### src/ldg_settings.svh
// ----------------------------------------------------------
// Shared sizes of the GLWE load splitter
// Included by the package and by every RTL file
// ----------------------------------------------------------
`ifndef LDG_SETTINGS_SVH
`define LDG_SETTINGS_SVH

// Coefficient word and beat shape
`define LDG_COEF_W 32
`define LDG_COEF_NB 4

// Write lanes and GLWE RAM banks
`define LDG_LANE_NB 2
`define LDG_GRAM_NB 2

// Row address and per-lane beat count
`define LDG_ADD_W 8
`define LDG_BEAT_W 6

// Pending done pulses per lane before overflow
`define LDG_DONE_DEPTH 8

`endif

### src/ldg_pkg.sv
// ----------------------------------------------------------
// Types shared by the load splitter RTL and its testbench
// ----------------------------------------------------------
`include "ldg_settings.svh"

package ldg_pkg;

  // Bank index width, one bit for two banks
  localparam int GRAM_ID_W = $clog2(`LDG_GRAM_NB);

  typedef logic [`LDG_COEF_W-1:0] coef_t;
  typedef logic [`LDG_ADD_W-1:0]  ram_add_t;
  typedef logic [GRAM_ID_W-1:0]   gram_id_t;
  typedef logic [`LDG_BEAT_W-1:0] beat_cnt_t;

  // Load command, MSB first
  // bank id, then base row, then beats per lane
  typedef logic [GRAM_ID_W+`LDG_ADD_W+`LDG_BEAT_W-1:0] ldg_cmd_t;

  // Write lane FSM
  typedef enum logic [1:0] {
    IDLE,
    WAIT_AVAIL,
    WRITE
  } lane_state_e;

endpackage

### src/ldg_stream_dispatch.sv
// ----------------------------------------------------------
// Deals coefficient beats to the write lanes in turn
// One output register per lane decouples the lane stalls
// ----------------------------------------------------------
`include "ldg_settings.svh"

module ldg_stream_dispatch (
  input  logic                                                clk,
  input  logic                                                s_rst_n,
  input  ldg_pkg::coef_t [`LDG_COEF_NB-1:0]                   in_data_i,
  input  logic                                                in_vld_i,
  output logic                                                in_rdy_o,
  output ldg_pkg::coef_t [`LDG_LANE_NB-1:0][`LDG_COEF_NB-1:0] out_data_o,
  output logic [`LDG_LANE_NB-1:0]                             out_vld_o,
  input  logic [`LDG_LANE_NB-1:0]                             out_rdy_i
);

  localparam int TURN_W = (`LDG_LANE_NB > 1) ? $clog2(`LDG_LANE_NB) : 1;

  logic [TURN_W-1:0] turn;
  logic              in_xfer;

  // Target register empty, or drained this cycle
  assign in_rdy_o = ~out_vld_o[turn] | out_rdy_i[turn];
  assign in_xfer  = in_vld_i & in_rdy_o;

  // ----------------------------------------------------------
  // Turn pointer
  // ----------------------------------------------------------
  always_ff @(posedge clk) begin
    if (!s_rst_n) begin
      turn <= '0;
    end else if (in_xfer) begin
      // Wrap after the last lane
      if (turn == TURN_W'(`LDG_LANE_NB - 1)) begin
        turn <= '0;
      end else begin
        turn <= turn + 1'b1;
      end
    end
  end

  // ----------------------------------------------------------
  // Lane output registers
  // ----------------------------------------------------------
  always_ff @(posedge clk) begin
    if (!s_rst_n) begin
      out_vld_o <= '0;
    end else begin
      for (int i = 0; i < `LDG_LANE_NB; i++) begin
        // Fill wins over drain, same entry reloaded
        if (in_xfer && (turn == TURN_W'(i))) begin
          out_vld_o[i] <= 1'b1;
        end else if (out_rdy_i[i]) begin
          out_vld_o[i] <= 1'b0;
        end
      end
    end
  end

  // Beat payload, only the target lane loads
  always_ff @(posedge clk) begin
    if (in_xfer) begin
      out_data_o[turn] <= in_data_i;
    end
  end

  // Held beat stays put until its lane takes it
  for (genvar gi = 0; gi < `LDG_LANE_NB; gi++) begin : gen_hold_chk
    a_out_hold: assert property (@(posedge clk) disable iff (!s_rst_n)
      out_vld_o[gi] && !out_rdy_i[gi] |=> out_vld_o[gi] && $stable(out_data_o[gi]))
      else $error("dispatch lane %0d changed a stalled beat", gi);
  end

endmodule

### src/ldg_lane_write.sv
// ----------------------------------------------------------
// One write lane: takes a command, waits for its bank,
// then writes its beats into successive rows of that bank
// ----------------------------------------------------------
`include "ldg_settings.svh"

module ldg_lane_write #(
  parameter int IN_DLY = 0
) (
  input  logic                              clk,
  input  logic                              s_rst_n,
  input  logic [`LDG_GRAM_NB-1:0]           garb_ldg_avail_1h_i,
  input  ldg_pkg::ldg_cmd_t                 cmd_i,
  input  logic                              cmd_vld_i,
  output logic                              cmd_rdy_o,
  output logic                              done_o,
  input  ldg_pkg::coef_t [`LDG_COEF_NB-1:0] in_data_i,
  input  logic                              in_vld_i,
  output logic                              in_rdy_o,
  output logic                              wr_en_o,
  output ldg_pkg::gram_id_t                 wr_gram_o,
  output ldg_pkg::ram_add_t                 wr_add_o,
  output ldg_pkg::coef_t [`LDG_COEF_NB-1:0] wr_data_o,
  output logic                              busy_o
);
  import ldg_pkg::*;

  // Write pipe depth, lane 1 adds a stage to stagger bank ports
  localparam int PIPE_D = 1 + IN_DLY;

  lane_state_e state;
  lane_state_e state_nxt;

  // Command fields
  gram_id_t  cmd_gram;
  ram_add_t  cmd_base;
  beat_cnt_t cmd_beats;

  // Latched command and progress
  gram_id_t  bank_q;
  ram_add_t  add_q;
  beat_cnt_t beats_q;
  beat_cnt_t cnt;

  logic avail;
  logic in_xfer;
  logic in_last;

  logic     [PIPE_D-1:0]                   en_p;
  logic     [PIPE_D-1:0]                   last_p;
  ram_add_t [PIPE_D-1:0]                   add_p;
  coef_t    [PIPE_D-1:0][`LDG_COEF_NB-1:0] data_p;

  assign {cmd_gram, cmd_base, cmd_beats} = cmd_i;

  assign avail     = garb_ldg_avail_1h_i[bank_q];
  assign cmd_rdy_o = (state == IDLE);
  assign busy_o    = (state != IDLE);

  // No more beats once the whole share is in
  assign in_rdy_o = (state == WRITE) && avail && (cnt != beats_q);
  assign in_xfer  = in_vld_i && in_rdy_o;
  assign in_last  = (beat_cnt_t'(cnt + 1'b1) == beats_q);

  // ----------------------------------------------------------
  // FSM
  // ----------------------------------------------------------
  always_comb begin
    state_nxt = state;
    case (state)
      IDLE:       if (cmd_vld_i) state_nxt = WAIT_AVAIL;
      WAIT_AVAIL: if (avail) state_nxt = WRITE;
      WRITE:      if (!avail) state_nxt = WAIT_AVAIL;
      default:    state_nxt = IDLE;
    endcase
    // Command ends with the done pulse, writes all flushed
    if (done_o) begin
      state_nxt = IDLE;
    end
  end

  always_ff @(posedge clk) begin
    if (!s_rst_n) begin
      state <= IDLE;
      cnt   <= '0;
    end else begin
      state <= state_nxt;
      if (cmd_vld_i && cmd_rdy_o) begin
        cnt <= '0;
      end else if (in_xfer) begin
        cnt <= cnt + 1'b1;
      end
    end
  end

  // Command fields and row pointer
  always_ff @(posedge clk) begin
    if (cmd_vld_i && cmd_rdy_o) begin
      bank_q  <= cmd_gram;
      beats_q <= cmd_beats;
      add_q   <= cmd_base;
    end else if (in_xfer) begin
      add_q <= add_q + 1'b1;
    end
  end

  // ----------------------------------------------------------
  // Write pipe
  // ----------------------------------------------------------
  always_ff @(posedge clk) begin
    if (!s_rst_n) begin
      en_p   <= '0;
      done_o <= 1'b0;
    end else begin
      en_p[0] <= in_xfer;
      for (int k = 1; k < PIPE_D; k++) begin
        en_p[k] <= en_p[k-1];
      end
      done_o <= en_p[PIPE_D-1] && last_p[PIPE_D-1];
    end
  end

  always_ff @(posedge clk) begin
    last_p[0] <= in_last;
    add_p[0]  <= add_q;
    data_p[0] <= in_data_i;
    for (int k = 1; k < PIPE_D; k++) begin
      last_p[k] <= last_p[k-1];
      add_p[k]  <= add_p[k-1];
      data_p[k] <= data_p[k-1];
    end
  end

  // Bank is fixed until done, so no need to pipe it
  assign wr_en_o   = en_p[PIPE_D-1];
  assign wr_gram_o = bank_q;
  assign wr_add_o  = add_p[PIPE_D-1];
  assign wr_data_o = data_p[PIPE_D-1];

  a_no_idle_wr: assert property (@(posedge clk) disable iff (!s_rst_n)
    wr_en_o |-> state != IDLE)
    else $error("lane write while idle");

endmodule

### src/ldg_done_fifo.sv
// ----------------------------------------------------------
// Counted queue of done pulses with valid/ready output
// Pulses are never held back, overflow raises a sticky error
// ----------------------------------------------------------
`include "ldg_settings.svh"

module ldg_done_fifo (
  input  logic clk,
  input  logic s_rst_n,
  input  logic in_pulse_i,
  output logic out_vld_o,
  input  logic out_rdy_i,
  output logic error_o
);

  localparam int CNT_W = $clog2(`LDG_DONE_DEPTH + 1);

  logic [CNT_W-1:0] occ;
  logic             pop;
  logic             full;

  assign pop       = out_vld_o & out_rdy_i;
  assign full      = (occ == CNT_W'(`LDG_DONE_DEPTH));
  assign out_vld_o = (occ != '0);

  // ----------------------------------------------------------
  // Occupancy
  // ----------------------------------------------------------
  always_ff @(posedge clk) begin
    if (!s_rst_n) begin
      occ <= '0;
    end else begin
      case ({in_pulse_i, pop})
        2'b10: begin
          // Lost pulse when full
          if (!full) begin
            occ <= occ + 1'b1;
          end
        end
        2'b01:   occ <= occ - 1'b1;
        default: occ <= occ;
      endcase
    end
  end

  // Sticky overflow
  always_ff @(posedge clk) begin
    if (!s_rst_n) begin
      error_o <= 1'b0;
    end else if (in_pulse_i && full && !pop) begin
      error_o <= 1'b1;
    end
  end

endmodule

### src/ldg_splitc_core.sv
// ----------------------------------------------------------
// Load splitter core: forks commands to the lanes, deals the
// data beats and joins the lane done queues into one strobe
// ----------------------------------------------------------
`include "ldg_settings.svh"

module ldg_splitc_core (
  input  logic                                                clk,
  input  logic                                                s_rst_n,
  input  logic [`LDG_GRAM_NB-1:0]                             garb_ldg_avail_1h_i,
  input  ldg_pkg::ldg_cmd_t                                   cmd_i,
  input  logic                                                cmd_vld_i,
  output logic                                                cmd_rdy_o,
  output logic                                                cmd_done_o,
  input  ldg_pkg::coef_t [`LDG_COEF_NB-1:0]                   data_i,
  input  logic                                                data_vld_i,
  output logic                                                data_rdy_o,
  output logic [`LDG_LANE_NB-1:0]                             wr_en_o,
  output ldg_pkg::gram_id_t [`LDG_LANE_NB-1:0]                wr_gram_o,
  output ldg_pkg::ram_add_t [`LDG_LANE_NB-1:0]                wr_add_o,
  output ldg_pkg::coef_t [`LDG_LANE_NB-1:0][`LDG_COEF_NB-1:0] wr_data_o,
  output logic [`LDG_LANE_NB-1:0]                             lane_busy_o,
  output logic                                                error_o
);
  import ldg_pkg::*;

  logic [`LDG_LANE_NB-1:0] lane_cmd_vld;
  logic [`LDG_LANE_NB-1:0] lane_cmd_rdy;
  logic [`LDG_LANE_NB-1:0] lane_done;

  coef_t [`LDG_LANE_NB-1:0][`LDG_COEF_NB-1:0] lane_data;
  logic  [`LDG_LANE_NB-1:0]                   lane_data_vld;
  logic  [`LDG_LANE_NB-1:0]                   lane_data_rdy;

  logic [`LDG_LANE_NB-1:0] done_vld;
  logic [`LDG_LANE_NB-1:0] done_rdy;
  logic [`LDG_LANE_NB-1:0] done_err;

  // ----------------------------------------------------------
  // Command fork
  // ----------------------------------------------------------
  assign cmd_rdy_o = &lane_cmd_rdy;

  // Lane sees valid only when all the others are ready
  always_comb begin
    for (int i = 0; i < `LDG_LANE_NB; i++) begin
      lane_cmd_vld[i] = cmd_vld_i;
      for (int j = 0; j < `LDG_LANE_NB; j++) begin
        if (j != i) begin
          lane_cmd_vld[i] &= lane_cmd_rdy[j];
        end
      end
    end
  end

  // Data dealer
  ldg_stream_dispatch u_dispatch (
    .clk        (clk),
    .s_rst_n    (s_rst_n),
    .in_data_i  (data_i),
    .in_vld_i   (data_vld_i),
    .in_rdy_o   (data_rdy_o),
    .out_data_o (lane_data),
    .out_vld_o  (lane_data_vld),
    .out_rdy_i  (lane_data_rdy)
  );

  // ----------------------------------------------------------
  // Lanes and their done queues
  // ----------------------------------------------------------
  for (genvar gi = 0; gi < `LDG_LANE_NB; gi++) begin : gen_lane
    ldg_lane_write #(
      .IN_DLY (gi % 2)
    ) u_lane (
      .clk                 (clk),
      .s_rst_n             (s_rst_n),
      .garb_ldg_avail_1h_i (garb_ldg_avail_1h_i),
      .cmd_i               (cmd_i),
      .cmd_vld_i           (lane_cmd_vld[gi]),
      .cmd_rdy_o           (lane_cmd_rdy[gi]),
      .done_o              (lane_done[gi]),
      .in_data_i           (lane_data[gi]),
      .in_vld_i            (lane_data_vld[gi]),
      .in_rdy_o            (lane_data_rdy[gi]),
      .wr_en_o             (wr_en_o[gi]),
      .wr_gram_o           (wr_gram_o[gi]),
      .wr_add_o            (wr_add_o[gi]),
      .wr_data_o           (wr_data_o[gi]),
      .busy_o              (lane_busy_o[gi])
    );

    ldg_done_fifo u_done_fifo (
      .clk        (clk),
      .s_rst_n    (s_rst_n),
      .in_pulse_i (lane_done[gi]),
      .out_vld_o  (done_vld[gi]),
      .out_rdy_i  (done_rdy[gi]),
      .error_o    (done_err[gi])
    );
  end

  // ----------------------------------------------------------
  // Done join and error
  // ----------------------------------------------------------
  // All queues pop together once every lane is through
  assign done_rdy = {`LDG_LANE_NB{&done_vld}};

  always_ff @(posedge clk) begin
    if (!s_rst_n) begin
      cmd_done_o <= 1'b0;
      error_o    <= 1'b0;
    end else begin
      cmd_done_o <= &done_vld;
      error_o    <= |done_err;
    end
  end

  // Lanes drifted further apart than the done queues hold
  a_no_overflow: assert property (@(posedge clk) disable iff (!s_rst_n) !error_o)
    else $error("done queue overflow");

endmodule

### config.mk
export PLATFORM = sky130hd
export DESIGN_NAME = ldg_splitc_core
export DESIGN_NICKNAME = d
export VERILOG_FILES = /design/src/ldg_pkg.sv /design/src/ldg_stream_dispatch.sv /design/src/ldg_lane_write.sv /design/src/ldg_done_fifo.sv /design/src/ldg_splitc_core.sv
export VERILOG_INCLUDE_DIRS = /design/src
export SDC_FILE = /design/constraint.sdc
export NUM_CORES = 1
export LEC_CHECK = 0
export ABC_AREA = 1
export BUFFER_PORTS_ARGS = -buffer_cell sky130_fd_sc_hd__buf_2
export CAP_MARGIN = 20
export CORE_MARGIN = 2
export CORE_UTILIZATION = 53
export CTS_CLUSTER_SIZE = 28
export DETAILED_ROUTE_END_ITERATION = 7
export GPL_TIMING_DRIVEN = 0
export PLACE_DENSITY = 0.78
export SETUP_SLACK_MARGIN = 0.15
export SYNTH_ARGS = -nofsm -noshare
export SYNTH_HDL_FRONTEND = slang
export SYNTH_SLANG_ARGS = --single-unit
### constraint.sdc
create_clock -name clk -period 10.5 [get_ports clk]
set_input_delay 2.1 -clock clk [delete_from_list [all_inputs] [get_ports clk]]
set_output_delay 2.1 -clock clk [all_outputs]
set_load 0.005 [all_outputs]
# --- Word-level counts from Yosys, hierarchy flattened ---
# Index checks and enable logic that the tools add are counted.
totals:
  regBits: 733
  in_bits: 149
  output_inout_bits: 282
  word_cells: 166
op_classes:
  add_sub_neg: 9
  magnitude_cmp: 4
  eq_ne: 22
  n_mux: 32
  bitwise: 9
  reduce_logical: 42
op_table:
  columns: ["cell", "n"]
  rows:
  - ["$bwmux W256", 1]
  - ["$demux W128 S1", 1]
  - ["$mux W128", 1]
  - ["$mux W8", 4]
  - ["$logic_and A1 B1 Y1", 17]
  - ["$add A8 B1 Y8 const B", 2]
  - ["$pmux W4 S2", 2]
  - ["$reduce_bool A2 Y1", 8]
  - ["$mux W1", 13]
  - ["$add A6 B1 Y6 const B", 2]
  - ["$eq A6 B6 Y1", 2]
  - ["$mux W2", 6]
  - ["$ne A6 B6 Y1", 2]
  - ["$pmux W2 S3", 2]
  - ["$reduce_or A2 Y1", 5]
  - ["$add A4 B1 Y4 const B", 2]
  - ["$eq A2 B1 Y1 const B", 4]
  - ["$eq A2 B2 Y1 const B", 4]
  - ["$eq A4 B4 Y1 const B", 2]
  - ["$mux W4", 2]
  - ["$ne A2 B1 Y1 const B", 4]
  - ["$ne A2 B2 Y1 const B", 4]
  - ["$reduce_and A2 Y1", 4]
  - ["$reduce_bool A4 Y1", 2]
  - ["other kinds (10)", 22]

# --- Longest topological paths before layout ---
logic_depth:
  ltp_word: 10
  mapped_depth: 12
  ltp_nobuf: 12

# --- By module ---
# Synthesis repeated with hierarchy kept, for this count alone.
hier_totals:
  hier_cells: 1290
  hier_area_um2: 20719.9
by_module_without_submodules:
  columns: ["module", "n_inst", "cells_per_inst", "area_per_inst_um2", "seq_area_each_um2"]
  rows:
  - ["ldg_lane_write at gen_lane[1].u_lane", 1, 583, 7933.9, 6155.9]
  - ["ldg_stream_dispatch", 1, 281, 7845.0, 7747.4]
  - ["ldg_lane_write at gen_lane[0].u_lane", 1, 304, 4097.7, 3393.3]
  - ["ldg_done_fifo", 2, 54, 379.1, 100.1]
  - ["ldg_splitc_core", 1, 14, 85.1, 40.0]

# --- Worst setup path after synthesis ---
# Ideal clock, no wire load.
synth_timing:
  kind: "input to register"
  from: "in garb_ldg_avail_1h_i[1]"
  to: "reg u_dispatch.out_data_o[128] in the netlist's numbering (enable)"
  setup_time_ns: 0.617
  t_arrival_ns: 8.052
  required_ns: 9.883
  path_slack_ns: 1.831
  stages: 10
  n_path_buf: 0
  cell_sequence: "inv_1 > nand2_1 > o21ai_0 > inv_1 > nand2_1 > nor2_1 > nand2_1 > nand2_1 > nand2_1 > nor2_1"
synth_via:
  elab_chain_len: 8
  word_cells_on_any_way: 12
  cone_classes: "mux (6); bitwise (2); reduce/logical (4)"
synth_rtl:
  columns: ["element", "line", "source"]
  rows:
  - ["start, declared", "ldg_splitc_core.sv:10", "input logic [`LDG_GRAM_NB-1:0] garb_ldg_avail_1h_i,"]
  - ["$mux W1 (not written as such) (2 in series)", "ldg_lane_write.sv:56", "assign avail = garb_ldg_avail_1h_i[bank_q];"]
  - ["$logic_and A1 B1 Y1 (2 in series)", "ldg_lane_write.sv:61", "assign in_rdy_o = (state == WRITE) && avail && (cnt != beats_q);"]
  - ["$mux W1 (not written as such) * (2 in series)", "ldg_stream_dispatch.sv:24", "assign in_rdy_o = ~out_vld_o[turn] | out_rdy_i[turn];"]
  - ["$or A1 B1 Y1 *", "ldg_stream_dispatch.sv:24", null]
  - ["$and A1 B1 Y1 *", "ldg_stream_dispatch.sv:25", "assign in_xfer = in_vld_i & in_rdy_o;"]
  - ["end signal, assigned by index", "ldg_stream_dispatch.sv:64", "out_data_o[turn] <= in_data_i;"]
  - ["end, declared", "ldg_stream_dispatch.sv:13", "output ldg_pkg::coef_t [`LDG_LANE_NB-1:0][`LDG_COEF_NB-1:0] out_data_o,"]
# Every way passes the cells marked *; elsewhere a longest branch is shown, timed or not. The select of a mux whose other input is x is not followed.
# A chain may end at the register's enable or synchronous reset.

# --- Worst setup path in the final report ---
layout_timing:
  from: "in garb_ldg_avail_1h_i[1]"
  to: "out data_rdy_o"
layout_via:
  elab_chain_len: 7
  word_cells_on_any_way: 11
  cone_classes: "mux (6); bitwise (1); reduce/logical (4)"
layout_rtl:
  columns: ["element", "line", "source"]
  rows:
  - ["$mux W1 (not written as such) (2 in series)", "ldg_lane_write.sv:56", null]
  - ["$logic_and A1 B1 Y1 (2 in series)", "ldg_lane_write.sv:61", null]
  - ["$mux W1 (not written as such) * (2 in series)", "ldg_stream_dispatch.sv:24", null]
  - ["$or A1 B1 Y1 *", "ldg_stream_dispatch.sv:24", null]
  - ["end, declared", "ldg_splitc_core.sv:17", "output logic data_rdy_o,"]
# Marked as above.

==> results by group <==
Cells and area
  – Nets: 1864
  – Final instance area: 25610 µm²
  – Fraction of layout cells with a size suffix above 1: 39.58%
  – Fillers: 2437
  – Storage cell area: 17540 µm²
  – Layout overhead on the synthesized area: 26.44%
  – Area of the multi-input gates: 1439 µm²
  – Final cell count without fillers: 2280
  – Util after Layout: 67.98%

Detailed routing
  – Drt first pass iters: 5
  – DR WL/cell: 17.74 µm
  – DR iter-0 viols: 495
  – Via count: 10500
  – Final ANT Viol Nets: 0
  – Post-Route WL: 40.45 mm
  – Via/cell ratio: 4.604
  – Remaining DRCs: 0

Timing
  – Pins Over Slew Limit: 0
  – Least-Margin Pin Slew: 0.8919 ns
  – Setup TNS: 0 ns
  – Fin crit share: 51.26%
  – Final WS setup: 5.118 ns
  – Fin crit period: 5.382 ns
  – Setup-failing EPs final: 0
  – Clk_skew: 0.02469 ns
  – FMAX: 185.8 MHz
  – Slew HR: 40.40%
  – RSZ-0062 raised after global routing: no
  – Final Hold Vio Count: 0

Synthesis
  – Dominant cell type by area after synthesis: dfxtp_1
  – Synthesized flop and latch total: 733
  – Post-synth top area share: 44.19%
  – Count leader, synth: dfxtp_1
  – Synthesized area per cell: 16.83 µm²
  – Asr flop ratio synth: 0%
  – Sequential share of the synthesized area: 86.59%
  – Post-synth EDFFs: 286
  – Netlist area before placement: 20250 µm²
  – Cells after Synth: 1203
  – Ys flop type: dfxtp_1
  – Synth top area cells: dfxtp_1 44%, edfxtp_1 42%, buf_4 5.3%
  – Mapped Nets: 1358
  – Synth unique cells: 31
  – Yosys warning count: 0
  – Top cells by count, synth: 447 x dfxtp_1, 286 x edfxtp_1, 142 x buf_4, 94 x nand2_1

Place
  – Place WS: 5.111 ns
  – GP Congestion: 0.8238
  – I/O Buffers: 430
  – HPWL Detailed: 26.29 mm
  – Placed Area: 23160 µm²
  – Post-placement cell count: 2149

Clock network
  – PostCTS Resize Cnt: 0
  – Clk Tree Root Cell: clkbuf_16
  – Num CTS Buffers: 69
  – CTS tree: built
  – Post-CTS Hold Buffers: 0
  – Clock latency on the worst-skew pair: 0.60 ns
  – Clk buf depth: 3
  – CTS H-Tree Depth: 3
  – Clock sinks: 733
  – Setup Buffers After CTS: 0
  – Reg clk slew, reported paths: 0.06 ns

Floorplanning
  – Chip width: 199.5 µm
  – Chip Height: 199.5 µm
  – Core area: 37670 µm²
  – Initial Util: 53.77%
  – # rows: 71
  – I/O pins: 431
  – Die area: 39790 µm²

GRT
  – Largest net degree at the start of global routing: 87
  – Global-route wire length before repair: 59.39 mm
  – Vias in the first global route: 10790
  – Antenna violations before repair: 5
  – Total grt overflow: 0
  – Gr usage total: 20.12%

Pwr
  – Pwr dens: 246.0 nW/µm²
  – Leak: 10.92 nW
  – Peak supply drop: 0.2393 mV

Setup path
  – CP required: 8.40 ns
  – Startpoint Class: primary input
  – Critical Path Source: garb_ldg_avail_1h_i[1]
  – Kind of end point of the critical path: output port
  – CP Data Arrival Time: 3.28 ns
  – Launch point of the worst reg-to-reg path: gen_lane[1].u_lane.wr_gram_o$_DFFE_PP_
  – Largest fanout on the critical path: 3
  – Kind of critical path: in2out

Status
  – Run status: completed

Min path
  – Hold crit path type: reg2reg
  – Min-Delay Startpoint: gen_lane[1].u_lane.data_p[102]$_DFF_P_

Run
  – Max-cap violations: 0
-- path summary, 6_finish.rpt --
check	endpoint	slack [ns]	cells past startpoint
setup / recovery	data_rdy_o	5.12	12
hold / removal	gen_lane[1].u_lane.wr_data_o[102]$_DFF_P_	0.31	0
setup reg to reg	u_dispatch.out_data_o[128]$_DFFE_PP_	7.68	11
hold reg to reg	gen_lane[1].u_lane.wr_data_o[102]$_DFF_P_	0.31	0
-- per-layer routing --
| layer | global-route usage, % | part of all wire [%] |
|---|---|---|
| met5 | 0 | 0.067 |
| met4 | 7.929 | 2.6 |
| met3 | 8.709 | 11 |
| met2 | 34.47 | 50 |
| met1 | 22.05 | 36 |
-- final cells by class --
| cell class | count | area share, % |
|---|---|---|
| sequential | 733 | 68.48 |
| buffer | 149 | 4.310 |
| timing repair buffer | 435 | 8.824 |
| antenna | 3 | 0.02932 |
| clock buffer | 92 | 7.681 |
| tap | 511 | 2.497 |
| inverter | 48 | 0.7232 |
| clock inverter | 36 | 1.832 |
| multi-input combinational | 273 | 5.619 |
-- sequential cells by signal, indices dropped and copies added, names as in the netlist, 3 cells and up --
register	count
gen_lane.u_lane.wr_data_o	256
u_dispatch.out_data_o	256
gen_lane.u_lane.data_p	128
gen_lane.u_lane.add_q	16
gen_lane.u_lane.wr_add_o	16
gen_lane.u_lane.beats_q	12
gen_lane.u_lane.cnt	12
gen_lane.u_done_fifo.occ	8
gen_lane.u_lane.add_p	8
gen_lane.u_lane.state	4
gen_lane.u_lane.last_p	3
-- worst max-delay path, stage by stage --
cell and delay [ns]:
buf_2 0.08, inv_1 0.04, nand2_1 0.05, o21ai_0 0.11, inv_1 0.10, nand2_1 0.06, nor2_1 0.21, nand2_1 0.08
nand2_1 0.10, nand2_1 0.11, nand2_1 0.12, buf_2 0.12
-- where the power goes --
part / leakage, nW / internal, mW / switching (mW)
logic: 3.30 / 0.181 / 0.270
clock network: 1.19 / 1.56 / 1.05
registers: 6.43 / 3.17 / 0.0724
-- stage by stage --
step | hold slack (ns) | total power, mW
2_1_floorplan | 0.3096 | 3.538
3_3_place_gp | 0.3095 | 3.712
3_5_place_dp | 0.3121 | 3.741
4_1_cts | 0.3138 | 6.345
5_1_grt | 0.3169 | 6.522
6_report | 0.3100 | 6.298
-- cells in the final DEF, fill, tap and decap left out, types with 3 or more instances in the layout --
| cell | instances |
|---|---|
| clkinv_2 | 7 |
| o21bai_1 | 3 |
| clkinv_1 | 9 |
| a21oi_1 | 19 |
| ha_1 | 6 |
| buf_12 | 4 |
| o21ai_0 | 16 |
| inv_1 | 46 |
| buf_4 | 142 |
| xor2_1 | 25 |
| dfxtp_1 | 447 |
| inv_16 | 3 |
| clkbuf_16 | 72 |
| nor2_1 | 46 |
| inv_6 | 5 |
| bufinv_16 | 9 |
| o31ai_1 | 4 |
| edfxtp_1 | 286 |
| nand3_1 | 25 |
| buf_2 | 433 |
| or2_0 | 3 |
| diode_2 | 3 |
| clkbuf_8 | 9 |
| nand4_1 | 6 |
| or2_2 | 3 |
| xnor2_1 | 10 |
| nand2_1 | 94 |
| clkbuf_1 | 14 |
-- logic make-up (layout without fill, tap and decap cells) --
family,Yosys count,in the layout,synth area share (%)
xor+xnor,35,35,1.514
compound gates,49,49,1.384
flops,733,733,86.59
fa+ha+maj,6,6,0.3707
other cells,0,3,0
buf+inv,197,760,6.339
simple gates,183,183,3.800
(Power assumes the default switching activity.)
